File: config.mk
export PLATFORM = sky130hd
export DESIGN_NAME = lo_phase_gen
export DESIGN_NICKNAME = d
export VERILOG_FILES = /design/src/hw/couple_pkg.sv /design/src/hw/lo_phase_gen.sv
export SDC_FILE = /design/constraint.sdc
export NUM_CORES = 1
export LEC_CHECK = 0
export BUFFER_PORTS_ARGS = -buffer_cell sky130_fd_sc_hd__buf_4
export CORE_ASPECT_RATIO = 1.2
export CORE_MARGIN = 2
export CORE_UTILIZATION = 34
export DETAILED_ROUTE_END_ITERATION = 10
export GPL_TIMING_DRIVEN = 1
export SYNTH_ARGS = -nofsm -noshare
export SYNTH_HDL_FRONTEND = slang
export SYNTH_SLANG_ARGS = --single-unit
File: constraint.sdc
create_clock -name clk -period 2.6 [get_ports clk]
set_clock_uncertainty 0.1 [all_clocks]
set_input_delay 0.13 -clock clk [delete_from_list [all_inputs] [get_ports clk]]
set_output_delay 0.13 -clock clk [all_outputs]
set_load 0.05 [all_outputs]
File: src/hw/couple_pkg.sv
package couple_pkg;

	// Width of the drive samples, the coupling magnitudes and the CORDIC x/y values
	localparam int data_w = 18;

	// LO phase and phase offsets, where 2**phase_w counts as one full turn
	localparam int phase_w = 19;

	// Coupled output keeps one extra MSB from the final subtraction
	localparam int pair_w = data_w + 1;

	// Number of unrolled CORDIC stages
	localparam int cordic_stages = 20;

	// Which half of the I/Q interleave the current cycle carries
	// The encoding matches the iq input, high on I cycles
	typedef enum logic {
		slot_q = 1'b0,
		slot_i = 1'b1
	} iq_slot_t;

endpackage

File: src/hw/lo_phase_gen.sv
module lo_phase_gen (
	input  logic                           clk,
	input  logic                           rst,
	input  logic                           iq,
	input  logic [couple_pkg::phase_w-1:0] lo_step,
	input  logic                           lo_reset,
	output logic [couple_pkg::phase_w-1:0] lo_phase
);
	import couple_pkg::*;

	iq_slot_t slot;

	assign slot = iq ? slot_i : slot_q;

	// Phase accumulator that wraps modulo one full turn
	// It steps on the edge that closes an I cycle, so one value serves a whole pair
	always_ff @(posedge clk) begin
		if (rst || lo_reset) begin
			lo_phase <= '0;
		end else if (slot == slot_i) begin
			lo_phase <= lo_phase + lo_step;
		end
	end

	// The interleave must toggle on every clock once the stream runs
	// A stuck iq would freeze the LO and pair the wrong drive halves downstream
	a_iq_alternates: assert property (@(posedge clk) disable iff (rst)
		!$past(rst) |-> iq != $past(iq));

	// The stream restarts on an I cycle after reset
	a_iq_starts_i: assert property (@(posedge clk)
		$fell(rst) |-> iq);

endmodule

==> flow_summary_export.csv <==
group,metric,value,unit
clock_network,htreeDepth,1,
cells_and_area,syn_to_final_growth,24.1,%
cells_and_area,reg_top3,"lo_phase (19)",
synthesis,yosys-top-cells-area,"dfxtp_1, ha_1, nor2_1",
timing,period_needed,2400,ps
power_and_ir_drop,internal_power,0.528,mW
clock_network,cts_tree,"yes",
power_and_ir_drop,ir_drop,0.166,mV
synthesis,synth_nets,249,
floorplan,dieArea,5430,sq um
cells_and_area,fin_nets,287,
placed_design,dp_hpwl,3130,microns
setup_path,crit_chain,"ha_1 -> inv_1 -> fa_1 -> and2b_1 -> o21ai_2 -> a21oi_4 -> o211ai_4 -> a211o_1 -> a211oi_2 -> a31o_1",
global_route,grt_pass1_vias,1507,
cells_and_area,top_register,"lo_phase",
synthesis,async_flop_share,0,%
clock_network,clock_latency,260,ps
floorplan,die_w,67.6,microns
power_and_ir_drop,clkPwrFrac,26.8,%
setup_path,critical_path.startpoint_type,"flop",
timing,finalSetupViolCount,0,
synthesis,synth_area,1650,sq um
placed_design,place_congestion,0.797,
global_route,antenna_found_initial,0,
synthesis,synth_top_cell_by_area,"dfxtp_1",
clock_network,post_cts_resized,0,
setup_path,critPathCaptureType,"flop",
routing,drt_first_pass_iters,4,
placed_design,io_buffers,41,
clock_network,cts_root_buf,"clkbuf_8",
routing,drtIter0Drc,60,
global_route,track_usage,16.2,%
floorplan,die_y,80.3,microns
timing,rsz0062_at_grt,"no",
placed_design,placed_cells,298,
routing,drt_drc_violations_left,0,
power_and_ir_drop,powerDensity,398,nW/um^2
routing,wl_per_cell,13.6,microns
setup_path,path_max_fanout,5,
routing,via_per_inst,5.41,
status,outcome,"finished clean",
cells_and_area,antenna_cells,0,
timing,tns,0,ps
power_and_ir_drop,switchingPower,0.288,mW
power_and_ir_drop,leakage,0.940,nW
setup_path,reg2reg_slack,200,ps
floorplan,start_util,35.7,%
synthesis,synth_edf_count,0,
min_path,holdCritPathClass,"in -> reg",
timing,layout_setup_ws,202,ps
timing,final_hold_viol_count,0,
run,cap_viol_max_count,0,
routing,wl,4100,microns
floorplan,rows,27,
setup_path,crit_path_top_delay_cell,"fa_1",
power_and_ir_drop,pwr-share-comb,34.6,%
routing,vias,1633,
timing,fin_crit_sh,92.2,%
clock_network,cts_buffer_depth,2,
clock_network,clk_pin_slew_worst_paths,80,ps
power_and_ir_drop,seqPwrFrac,38.6,%
global_route,grt_overflow,0,
power_and_ir_drop,switching_share,35.3,%
global_route,grt_pass1_wl,6880,microns
floorplan,core-area,4630,sq um
routing,antenna_left,0,
setup_path,arrival,2510,ps
placed_design,dp_slack,228,ps
synthesis,ys_ff_latch,19,
cells_and_area,largest_register_ffs,19,
clock_network,holdBufCountCts,0,
clock_network,numClockSinks,19,
cells_and_area,drive_gt1_share,23.8,%
timing,worstMarginPinSlew,726,ps
cells_and_area,layout.cells.non_filler,302,
synthesis,avgSynthCellArea,7.97,sq um
synthesis,yosysUniqueCellTypes,48,
setup_path,cpPeakStageDelay,360,ps
timing,max_freq,0.417,GHz
clock_network,post-cts-setup-buffers,0,
synthesis,synth_ff_type,"dfxtp_1",
setup_path,path_class,"reg -> reg",
global_route,grt_max_degree,23,
timing,final_max_slew_viol_count,0,
synthesis,ys_seq_area_share,23.0,%
timing,relSlewSlack,51.6,%
floorplan,pin_count,42,
cells_and_area,fillCellCount,488,
synthesis,yosysTopAreaCellShare,23.0,%
clock_network,cts_inserted_buffers,3,
synthesis,syn_inst,207,
setup_path,required,2710,ps
synthesis,ys.warnings.count,0,
[metal layers]
| metal | global-route usage [%] | part of all wire [%] | up-vias |
|---|---|---|---|
| li1 | - | - | 841 |
| met1 | 20.9 | 45 | 742 |
| met2 | 26.8 | 47 | 41 |
| met3 | 2.52 | 5.5 | 9 |
| met4 | 6.12 | 2.1 | 0 |
| met5 | 0 | 0 | - |
[power groups by stage]
stage          Combinational (mW)  Clock, mW  Sequential, mW
6_report                    0.282      0.219           0.315
5_1_grt                     0.310      0.237           0.317
4_1_cts                     0.283      0.228           0.315
3_5_place_dp                0.281          0           0.322
3_3_place_gp                0.282          0           0.322
2_1_floorplan               0.156          0           0.367
[per-stage QoR]
step | hold WS, ps | util (%) | total power [mW] | instance area [sq um]
6_report | 122 | 44.3 | 0.816 | 2050
5_1_grt | 143 | 44.3 | 0.864 | 2050
4_1_cts | 121 | 44.3 | 0.826 | 2050
3_5_place_dp | 395 | 43.3 | 0.603 | 2000
3_3_place_gp | 381 | 43.3 | 0.603 | 2000
2_1_floorplan | 280 | - | 0.523 | 1650
[cells in the mapped netlist (3+ instances only)]
cell	instances
o21a_1	3
nor2_1	20
o21ai_0	8
inv_1	6
nand2_1	17
dfxtp_1	19
a21o_1	6
nand4_1	4
a21oi_1	13
o21ai_1	4
xnor2_1	5
clkbuf_1	7
nor3_1	5
a211oi_1	3
nand3_1	11
mux2i_1	7
or3_1	3
ha_1	18
nor2b_1	5
a31oi_1	7
[area by class of cell]
type | instances | area, sq um | area share, %
clock buffer | 4 | 45.0 | 2.20
timing repair buffer | 42 | 315 | 15.4
multi-input combinational | 173 | 1210 | 59.1
inverter | 6 | 22.5 | 1.10
tap | 58 | 72.6 | 3.54
sequential | 19 | 382 | 18.6
[cell usage in the layout (no fill, tap or decap), drive strengths merged, types with 2 or more instances in the layout]
master,Yosys,layout
or2,2,2
ha,18,18
o21ai,13,13
o21a,3,3
or3,3,3
nor3,5,5
clkbuf,7,4
o211ai,2,2
o31a,2,2
nand2,17,17
mux2i,7,7
buf,2,42
nor2,20,20
a21o,6,6
dfxtp,19,19
a21oi,15,15
nand3,11,11
and3,3,3
nor2b,5,5
a31o,4,4
nand4,4,4
a32oi,2,2
xnor2,5,5
and2,4,4
a211oi,4,4
a31oi,7,7
inv,6,6
[final timing paths]
kind                                  start                        end  depth (start not counted)
setup / recovery   lo_phase[0]$_SDFFE_PP0P_  lo_phase[18]$_SDFFE_PP0P_                         10
hold / removal                  lo_step[18]  lo_phase[18]$_SDFFE_PP0P_                          3
setup reg to reg   lo_phase[0]$_SDFFE_PP0P_  lo_phase[18]$_SDFFE_PP0P_                         10
hold reg to reg   lo_phase[16]$_SDFFE_PP0P_  lo_phase[16]$_SDFFE_PP0P_                          2
[cells by family after synthesis]
kind of cell | count (synthesis) | synth area share (%)
AOI/OAI and AO/OA | 64 | 27.7
muxes | 7 | 4.25
and+or+nand+nor | 77 | 23.4
buffers and inverters | 15 | 3.56
DFF | 19 | 23.0
adders and majority gates | 19 | 14.9
xor gates and xnor gates | 6 | 3.18
[critical path, delay by kind of cell (launching register included)]
| kind | cells | cell delay, ps |
|---|---|---|
| compound gates | 6 | 1070 |
| fa+ha+maj | 2 | 520 |
| flops | 1 | 350 |
| simple gates | 1 | 260 |
| buf+inv | 1 | 60 |
Note: power is estimated with default switching activity, not from simulation.
