File: src/hw/couple_pkg.sv
package couple_pkg;

	// Width of the drive samples, the coupling magnitudes and the CORDIC x/y values
	localparam int data_w = 18;

	// LO phase and phase offsets, where 2**phase_w counts as one full turn
	localparam int phase_w = 19;

	// Coupled output keeps one extra MSB from the final subtraction
	localparam int pair_w = data_w + 1;

	// Number of unrolled CORDIC stages
	localparam int cordic_stages = 20;

	// Which half of the I/Q interleave the current cycle carries
	// The encoding matches the iq input, high on I cycles
	typedef enum logic {
		slot_q = 1'b0,
		slot_i = 1'b1
	} iq_slot_t;

endpackage

File: src/hw/host_pkg.sv
package host_pkg;

	// Host bus widths
	localparam int host_addr_w = 3;
	localparam int host_data_w = 19;

	// Register map seen by the host
	// Couplings are indexed by slot, so index 1 serves the I cycles
	typedef enum logic [host_addr_w-1:0] {
		reg_coupling_0 = 3'd0,
		reg_coupling_1 = 3'd1,
		reg_offset_0   = 3'd2,
		reg_offset_1   = 3'd3,
		reg_lo_step    = 3'd4,
		// Write-only strobe that clears the LO phase
		reg_lo_reset   = 3'd5
	} reg_addr_t;

endpackage

File: src/hw/coupling_regs.sv
module coupling_regs (
	input  logic                                 clk,
	input  logic                                 rst,
	input  logic                                 host_we,
	input  logic [host_pkg::host_addr_w-1:0]     host_addr,
	input  logic [host_pkg::host_data_w-1:0]     host_wdata,
	input  logic [host_pkg::host_addr_w-1:0]     host_rd_addr,
	output logic [host_pkg::host_data_w-1:0]     host_rdata,
	input  logic                                 coupling_addr,
	input  logic                                 offset_addr,
	output logic signed [couple_pkg::data_w-1:0] coupling,
	output logic [couple_pkg::phase_w-1:0]       phase_offset,
	output logic [couple_pkg::phase_w-1:0]       lo_step,
	output logic                                 lo_reset
);
	import couple_pkg::*;
	import host_pkg::*;

	// Coefficient storage holds one entry per interleave slot
	logic signed [data_w-1:0] coupling_r [0:1];
	logic [phase_w-1:0] offset_r [0:1];
	logic [phase_w-1:0] lo_step_r;

	reg_addr_t waddr;
	reg_addr_t raddr;

	assign waddr = reg_addr_t'(host_addr);
	assign raddr = reg_addr_t'(host_rd_addr);

	// Host writes land on the clock edge where host_we is high
	always_ff @(posedge clk) begin
		if (rst) begin
			coupling_r[0] <= '0;
			coupling_r[1] <= '0;
			offset_r[0] <= '0;
			offset_r[1] <= '0;
			lo_step_r <= '0;
			lo_reset <= 1'b0;
		end else begin
			// The LO clear is a single-cycle strobe whose data is ignored
			lo_reset <= host_we && (waddr == reg_lo_reset);
			if (host_we) begin
				case (waddr)
					reg_coupling_0: coupling_r[0] <= host_wdata[data_w-1:0];
					reg_coupling_1: coupling_r[1] <= host_wdata[data_w-1:0];
					reg_offset_0:   offset_r[0] <= host_wdata[phase_w-1:0];
					reg_offset_1:   offset_r[1] <= host_wdata[phase_w-1:0];
					reg_lo_step:    lo_step_r <= host_wdata[phase_w-1:0];
					default: ;
				endcase
			end
		end
	end

	// Coupler read ports answer in the same cycle
	assign coupling = coupling_r[coupling_addr];
	assign phase_offset = offset_r[offset_addr];
	assign lo_step = lo_step_r;

	// Host read port returns the couplings sign extended to the bus width
	always_comb begin
		case (raddr)
			reg_coupling_0: host_rdata = host_data_w'(coupling_r[0]);
			reg_coupling_1: host_rdata = host_data_w'(coupling_r[1]);
			reg_offset_0:   host_rdata = host_data_w'(offset_r[0]);
			reg_offset_1:   host_rdata = host_data_w'(offset_r[1]);
			reg_lo_step:    host_rdata = host_data_w'(lo_step_r);
			default:        host_rdata = '0;
		endcase
	end

	// Host software only ever writes addresses inside the register map
	a_write_addr: assert property (@(posedge clk) disable iff (rst)
		host_we |-> host_addr <= reg_lo_reset);

endmodule

File: config.mk
export PLATFORM = sky130hd
export DESIGN_NAME = coupling_regs
export DESIGN_NICKNAME = d
export VERILOG_FILES = /design/src/hw/couple_pkg.sv /design/src/hw/host_pkg.sv /design/src/hw/coupling_regs.sv
export SDC_FILE = /design/constraint.sdc
export NUM_CORES = 1
export LEC_CHECK = 0
export ABC_AREA = 1
export BUFFER_PORTS_ARGS = -buffer_cell sky130_fd_sc_hd__buf_2
export CORE_MARGIN = 2
export CORE_UTILIZATION = 54
export DETAILED_ROUTE_END_ITERATION = 8
export HOLD_SLACK_MARGIN = 0.15
export PLACE_DENSITY_LB_ADDON = 0.15
export SLEW_MARGIN = 20
export SYNTH_ARGS = -nofsm -noshare
export SYNTH_HDL_FRONTEND = slang
export SYNTH_SLANG_ARGS = --single-unit
File: constraint.sdc
create_clock -name clk -period 2.8 [get_ports clk]
set_input_delay 0.28 -clock clk [delete_from_list [all_inputs] [get_ports clk]]
set_output_delay 0.28 -clock clk [all_outputs]
set_load 0.05 [all_outputs]
==> summary.md, run 1 <==
| Metric | Value |
|---|---|
| First-pass GRT wire length | ~19,000 um |
| Clock power share | 0.272 |
| I/O pin count | between 100 and 150 |
| Crit Path Category | input pin to flip-flop |
| Worst setup EP type | flip-flop |
| Worst Setup Start Kind | input pin |
| Number of global-route vias before repair | around 3.8k |
| Total power divided by cell area | 602 nW/um2 |
| CTS H-tree lvls | 3 |
| Chip width | ~96 um |
| Layout cells sized above 1 | 0.297 |
| Routed WL per cell | approximately 18 um |
| Critical path peak fanout | 18 |
| Combinational Power Share | 0.220 |
| # port buffers | around 110 |
| Vias per inst | 5.65 |
| Hold Startpoint | host_wdata[10] |
| Grt ovf | 0 |
| Sw Ratio | 0.327 |
| Layout Nets | around 610 |
| Initial antenna violation count | 0 |
| R2R Path Start | lo_step[12] |
| Number of diodes | 0 |
| GRT Util Overall | 0.271 |
| Sink Count | 94 |
| Reg clk slew, reported paths | 0.09 ns |
| Commonest cells post-synth | nor2_1 (100), nand2_1 (82), edfxtp_1 (74), nand3_1 (55), mux2_2 (33) |
| Arrival @ worst endpoint | just over 2 ns |
| Synth top area cells | edfxtp_1 (49%), dfxtp_1 (8.8%), nor2_1 (8.2%) |
| Core area | a little over 8000 um2 |
| Setup TNS | 0 ns |
| Finished Core Util | 0.652 |
| Clock buffer depth | 2 |
| CP peak stage delay | ~0.7 ns |
| Synth area leader | edfxtp_1 |
| HP Class | input pin to flip-flop |
| Worst R2R End | lo_step[12] |
| CTS resizes | 0 |
| Post-Synth XOR/XNOR Area | 0 |
| Hold Path End | lo_step[10] |
| Share of the synthesized area in the top cell type | 0.486 |
| Post-synthesis cell count | roughly 480 |
| CTS root buf | clkbuf_8 |
| R2r setup slk | approximately 2.2 ns |
| Hold Path Stages | 3 |
| Layout Skew | 0 ns |
| Initial Util | 0.556 |
| Req. time, crit path | 2.68 ns |
| Cts-stage hold buffer count | 1 |
| Pwr Total | roughly 3.2 mW |
| DR iter-0 viols | around 320 |
| Largest family of logic cells by synthesized area | simple AND/OR/NAND/NOR gates |
| Fin crit period | approximately 2.1 ns |
| Slew headroom | 0.385 |
| Die height | around 96 um |
| Least-Margin Pin Slew | ~0.9 ns |
| Final Hold Vio Count | 0 |
| Pre-CTS setup slack | between 0.8 and 0.9 ns |
| DR vias | 3,869 |
| Crit. Startpoint | rst |
| CTS tree | yes |
| EDFF count, synth | 74 |
| Initial DRT Pass Iterations | 5 |
| Maximum VDD drop | about 0.00035 V |
| Largest net degree at the start of global routing | 39 |
| FMAX | 465 MHz |
| Final Wtd Congestion | 0.843 |
| CP max-delay cell | nand2_1 |
| Area added between synthesis and finish | 17.2% |
| Die Area | around 9200 um2 |
| Slew Limit Fails | 0 |
| Antenna Nets Post-Route | 0 |
| DP Wirelength | roughly 8000 um |
| Status | complete, no violations |
| Cell Count Post-Placement | 668 |
| Adder-Cell Fraction of Synth Area | 0 |
| Synth unique cells | 21 |
| Placed cell area | between 5000 and 6000 um2 |
| P_sw | 1.06 mW |
| Cell Rows | 33 |
| CTS buffer count | 9 |
| Period utilisation layout | 0.768 |
| Min Hold Slack | around 0.18 ns |
| Finished Cell Area | about 5400 um2 |
| Seq/Total Area, Yosys | 0.574 |
| Synthesized net count | 508 |
| Final setup viols | 0 |
| Crit-path cells | dlygate4sd3_1 -> buf_2 -> inv_1 -> nand2_1 |
| Synth Area in Simple Gates | 0.252 |
| RSZ-0062 raised after global routing | no |
| Cell Area, Synth | about 4600 um2 |
| Max Cap Viol | 0 |
| Int Power | 2.17 mW |
| Most frequent cell after synthesis | nor2_1 |
| Setup ws final | 0.651 ns |
| Syn Area/Cell | between 9 and 10 um2 |
| Finished Layout Cells | around 690 |
| Seq pwr share | 0.508 |
| Residual DRC | 0 |
| Post-synth top flop | edfxtp_1 |
| Seq cells post-synth | 94 |
| Worst-skew pair later-pin latency | between 0.3 and 0.4 ns |
| Lkg Pwr | approximately 2.4 nW |
| Multiplexer share of the synthesized area | 0.0813 |
| Synth Area in Compound Gates | 0.0290 |
| Routed WL | 12,200 um |
| FF-to-FF path depth | 2 |
| Fraction of registers with async set/reset | 0 |
| Yosys warnings | 0 |
| Post-CTS Setup Inserts | 0 |
-- layout make-up --
| class | count | area (um2) |
|---|---|---|
| repair buffers | 115 | 616 |
| multi-input cells | 323 | 1680 |
| clock inverters | 6 | 62.6 |
| clock buffers | 10 | 128 |
| flip-flops and latches | 94 | 2620 |
| well taps | 105 | 131 |
| fillers | 679 | 2860 |
| inverters | 32 | 120 |
-- worst max-delay path by stage --
| stage | endpoint |
|---|---|
| floorplan | offset_r[0][0] |
| global placement | coupling_r[0][15] |
| detailed placement | host_rdata[17] |
| CTS | coupling_r[0][7] |
| global route | coupling_r[0][16] |
| finish | coupling_r[0][7] |
-- state kept, by name, indices dropped and copies added (netlist names) --
signal / cells
coupling_r: 36
lo_reset: 1
lo_step: 19
offset_r: 38
-- cells by family (layout without fill, tap and decap cells) --
| logic type | count (synthesis) | count (layout) |
|---|---|---|
| simple gates | 264 | 264 |
| flops | 94 | 94 |
| buf+inv | 61 | 163 |
| mux | 33 | 33 |
| compound gates | 26 | 26 |
-- metal layers --
layer / part of all wire / GRT usage / wire length, um / vias to the layer above
met5: 0 / 0 / 0 / -
met3: 0.085 / 0.0337 / 1040 / 18
met1: 0.41 / 0.352 / 4950 / 1830
met4: 0.017 / 0.117 / 206 / 0
met2: 0.49 / 0.457 / 6000 / 201
li1: - / - / - / 1820
-- placed cells by master (no fill, tap or decap) --
cell type        n
nor2_1         100
clkbuf_8         9
clkinv_2         1
mux2_2          33
inv_2            2
o21ai_1          6
o21ai_0         16
buf_12           1
nand3_1         55
clkbuf_1         1
bufinv_16        1
buf_2          105
nor2_4           4
o21ai_2          1
edfxtp_1        74
buf_4            8
a21oi_1          2
nand2_2          1
clkinv_1         1
clkinvlp_4       2
dlygate4sd3_1    1
inv_1           30
nand4_1         19
dfxtp_1         20
nand2_1         82
nand3_2          2
nor3_1           1
o31ai_4          1
clkinv_4         1
-- power groups by stage --
| stage | logic [mW] | registers [mW] | clock network (mW) |
|---|---|---|---|
| after CTS | 0.710 | 1.64 | 0.886 |
| after floorplan | 0.498 | 1.69 | 0 |
| after global routing | 0.749 | 1.65 | 0.935 |
| after detailed placement | 0.706 | 1.67 | 0 |
| after global placement | 0.703 | 1.66 | 0 |
| final | 0.711 | 1.64 | 0.877 |
-- critical path, delay by kind of cell --
kind,cells,cell delay [ns]
buf+inv,3,1.05
simple gates,1,0.69
No activity file was read; power rests on OpenSTA's default activity.
==> run 2: changes to the inputs <==
==> constraint.sdc (replaced) <==
create_clock -name clk -period 2.25 [get_ports clk]
set_input_delay 0.225 -clock clk [delete_from_list [all_inputs] [get_ports clk]]
set_output_delay 0.225 -clock clk [all_outputs]
set_load 0.05 [all_outputs]
==> run 2 against run 1 <==
  * Sequential power up 24%
  * Final cell count up 3.6%
  * Die area unchanged
  * Count of clock-buffer cells in the layout up 5
  * Critical path type unchanged
==> summary.md, run 2 (synthesized netlist as in run 1, its figures left out) <==
| Metric | Value |
|---|---|
| Layout cells sized above 1 | 0.289 |
| Maximum VDD drop | around 0.00042 V |
| Routed WL | 12,600 um |
| First-pass GRT wire length | between 15,000 and 20,000 um |
| Int Power | 2.76 mW |
| R2r setup slk | 1.62 ns |
| FF-to-FF path depth | 2 |
| Most frequent cells in the layout | buf_2 (105), nor2_1 (100), nand2_1 (82) |
| DP Wirelength | approximately 8000 um |
| Crit. Startpoint | rst |
| P_sw | between 1 and 1.5 mW |
| Sink Count | 94 |
| Arrival @ worst endpoint | 2.12 ns |
| R2R Path Start | lo_step[3] |
| Finished Layout Cells | 710 |
| # port buffers | approximately 110 |
| Area of the multi-input gates | 1680 um2 |
| Crit Path Category | input pin to flip-flop |
| CTS buffer count | 9 |
| Vias per inst | roughly 5.5 |
| Req. time, crit path | about 2.4 ns |
| CTS root buf | clkbuf_8 |
| Initial Util | 0.556 |
| Slew headroom | 0.404 |
| Final Wtd Congestion | 0.858 |
| Hold Startpoint | host_wdata[3] |
| Sw Ratio | 0.321 |
| RSZ-0062 raised after global routing | no |
| Period utilisation layout | 0.864 |
| Residual DRC | 0 |
| Clock buffer depth | 2 |
| DR vias | roughly 4k |
| Core area | between 8000 and 9000 um2 |
| Final Hold Vio Count | 0 |
| Clock power share | 0.273 |
| CP top delay family | buffers and inverters |
| Number of diodes | 0 |
| Number of global-route vias before repair | between 3k and 4k |
| Initial antenna violation count | 0 |
| Worst-skew pair later-pin latency | about 0.36 ns |
| FMAX | 514 MHz |
| CTS H-tree lvls | 3 |
| Chip width | 96.0 um |
| Min Hold Slack | about 0.17 ns |
| Antenna Nets Post-Route | 0 |
| CP peak stage delay | 0.54 ns |
| Reg clk slew, reported paths | approximately 0.080 ns |
| Critical path peak fanout | 24 |
| Cell Rows | 33 |
| Final setup viols | 0 |
| Cell Count Post-Placement | between 600 and 700 |
| Initial DRT Pass Iterations | 5 |
| HP Class | input pin to flip-flop |
| CP max-delay cell | dlygate4sd3_1 |
| Status | complete, no violations |
| Biggest register | offset_r |
| DR iter-0 viols | about 260 |
| Post-CTS Setup Inserts | 0 |
| Crit-path cells | dlygate4sd3_1 -> buf_2 -> inv_1 -> buf_4 -> nand3_2 -> nor2_1 |
| I/O pin count | 106 |
| Seq pwr share | 0.501 |
| Worst setup EP type | flip-flop |
| Combinational Power Share | 0.226 |
| Max reg flops | 38 |
| Max Cap Viol | 0 |
| Layout Nets | 630 |
| Placed cell area | slightly above 5000 um2 |
| Routed WL per cell | approximately 18 um |
| Slew Limit Fails | 0 |
| Critical path buffers and inverters | 4 |
| Least-Margin Pin Slew | 0.891 ns |
| Area added between synthesis and finish | 22.0% |
| Worst Setup Start Kind | input pin |
| Layout fillers | approximately 640 |
| Finished Cell Area | approximately 5600 um2 |
| Fin crit period | a little under 2 ns |
| Setup TNS | 0 ns |
| Die Area | between 9000 and 10,000 um2 |
| Crit path capture | offset_r[1][9] |
| Total power divided by cell area | 730 nW/um2 |
| FF/Latch Area | 2620 um2 |
| Critical path depth | 6 |
| Worst R2R End | lo_step[3] |
| GRT Util Overall | 0.282 |
| CTS tree | yes |
| Largest net degree at the start of global routing | 25 |
| Grt ovf | 0 |
| Layout Skew | 0 ns |
| Pwr Total | 4.07 mW |
| Lkg Pwr | roughly 2.5 nW |
| Die height | roughly 96 um |
| Commonest non-fill, non-tap cell in the layout | buf_2 |
-- run 2: cell count changes in the layout (fill, tap and decap cells not counted), moves of 2 or more --
cell / delta
buf_4: +7
clkinvlp_4: -2
clkbuf_1: +4
dlygate4sd3_1: +19
-- run 2: timing repair --
item                      4_1_cts  5_1_grt
resized for setup               0        0
hold endpoints to repair       19        0
hold buffers                   20        0
-- run 2: worst min path at each step --
stage | depth (start not counted) | end | slack (ns)
after global placement | 2 | lo_reset | 0.41
after CTS | 3 | lo_step[3] | 0.16
after global routing | 3 | lo_step[3] | 0.17
after floorplan | 1 | lo_reset | 0.30
final | 3 | lo_step[3] | 0.17
after detailed placement | 2 | lo_reset | 0.42
-- run 2: through the flow --
stage	utilization	setup slack [ns]
floorplan	-	0.0571
global placement	0.631	0.582
detailed placement	0.631	0.505
CTS	0.678	0.328
global route	0.678	0.159
finish	0.678	0.306
-- run 2: routing by layer --
metal  GRT usage  wire length [um]  part of all wire
met5           0                 0                 0
met4       0.121               244             0.019
met3      0.0329               926             0.073
met2       0.471              6120              0.48
met1       0.373              5350              0.42
-- run 2: layout make-up --
type                            count  area share
Inverter                           32      0.0215
Clock buffer                       15      0.0281
Tap cell                          105      0.0236
Multi-Input combinational cell    323       0.301
Clock inverter                      1     0.00539
Sequential cell                    94       0.470
Timing Repair Buffer              140       0.150
-- run 2: worst register-to-register path: stages, from the launching register on --
cell	delay, ns
dfxtp_1	0.34
nor2_1	0.11
nor2_1	0.07
-- run 2: power by group through the flow --
stage | clock network, mW | logic (mW) | registers [mW]
6_report | 1.11 | 0.921 | 2.04
5_1_grt | 1.17 | 0.970 | 2.05
4_1_cts | 1.11 | 0.918 | 2.04
3_5_place_dp | 0 | 0.890 | 2.07
3_3_place_gp | 0 | 0.882 | 2.07
2_1_floorplan | 0 | 0.619 | 2.10
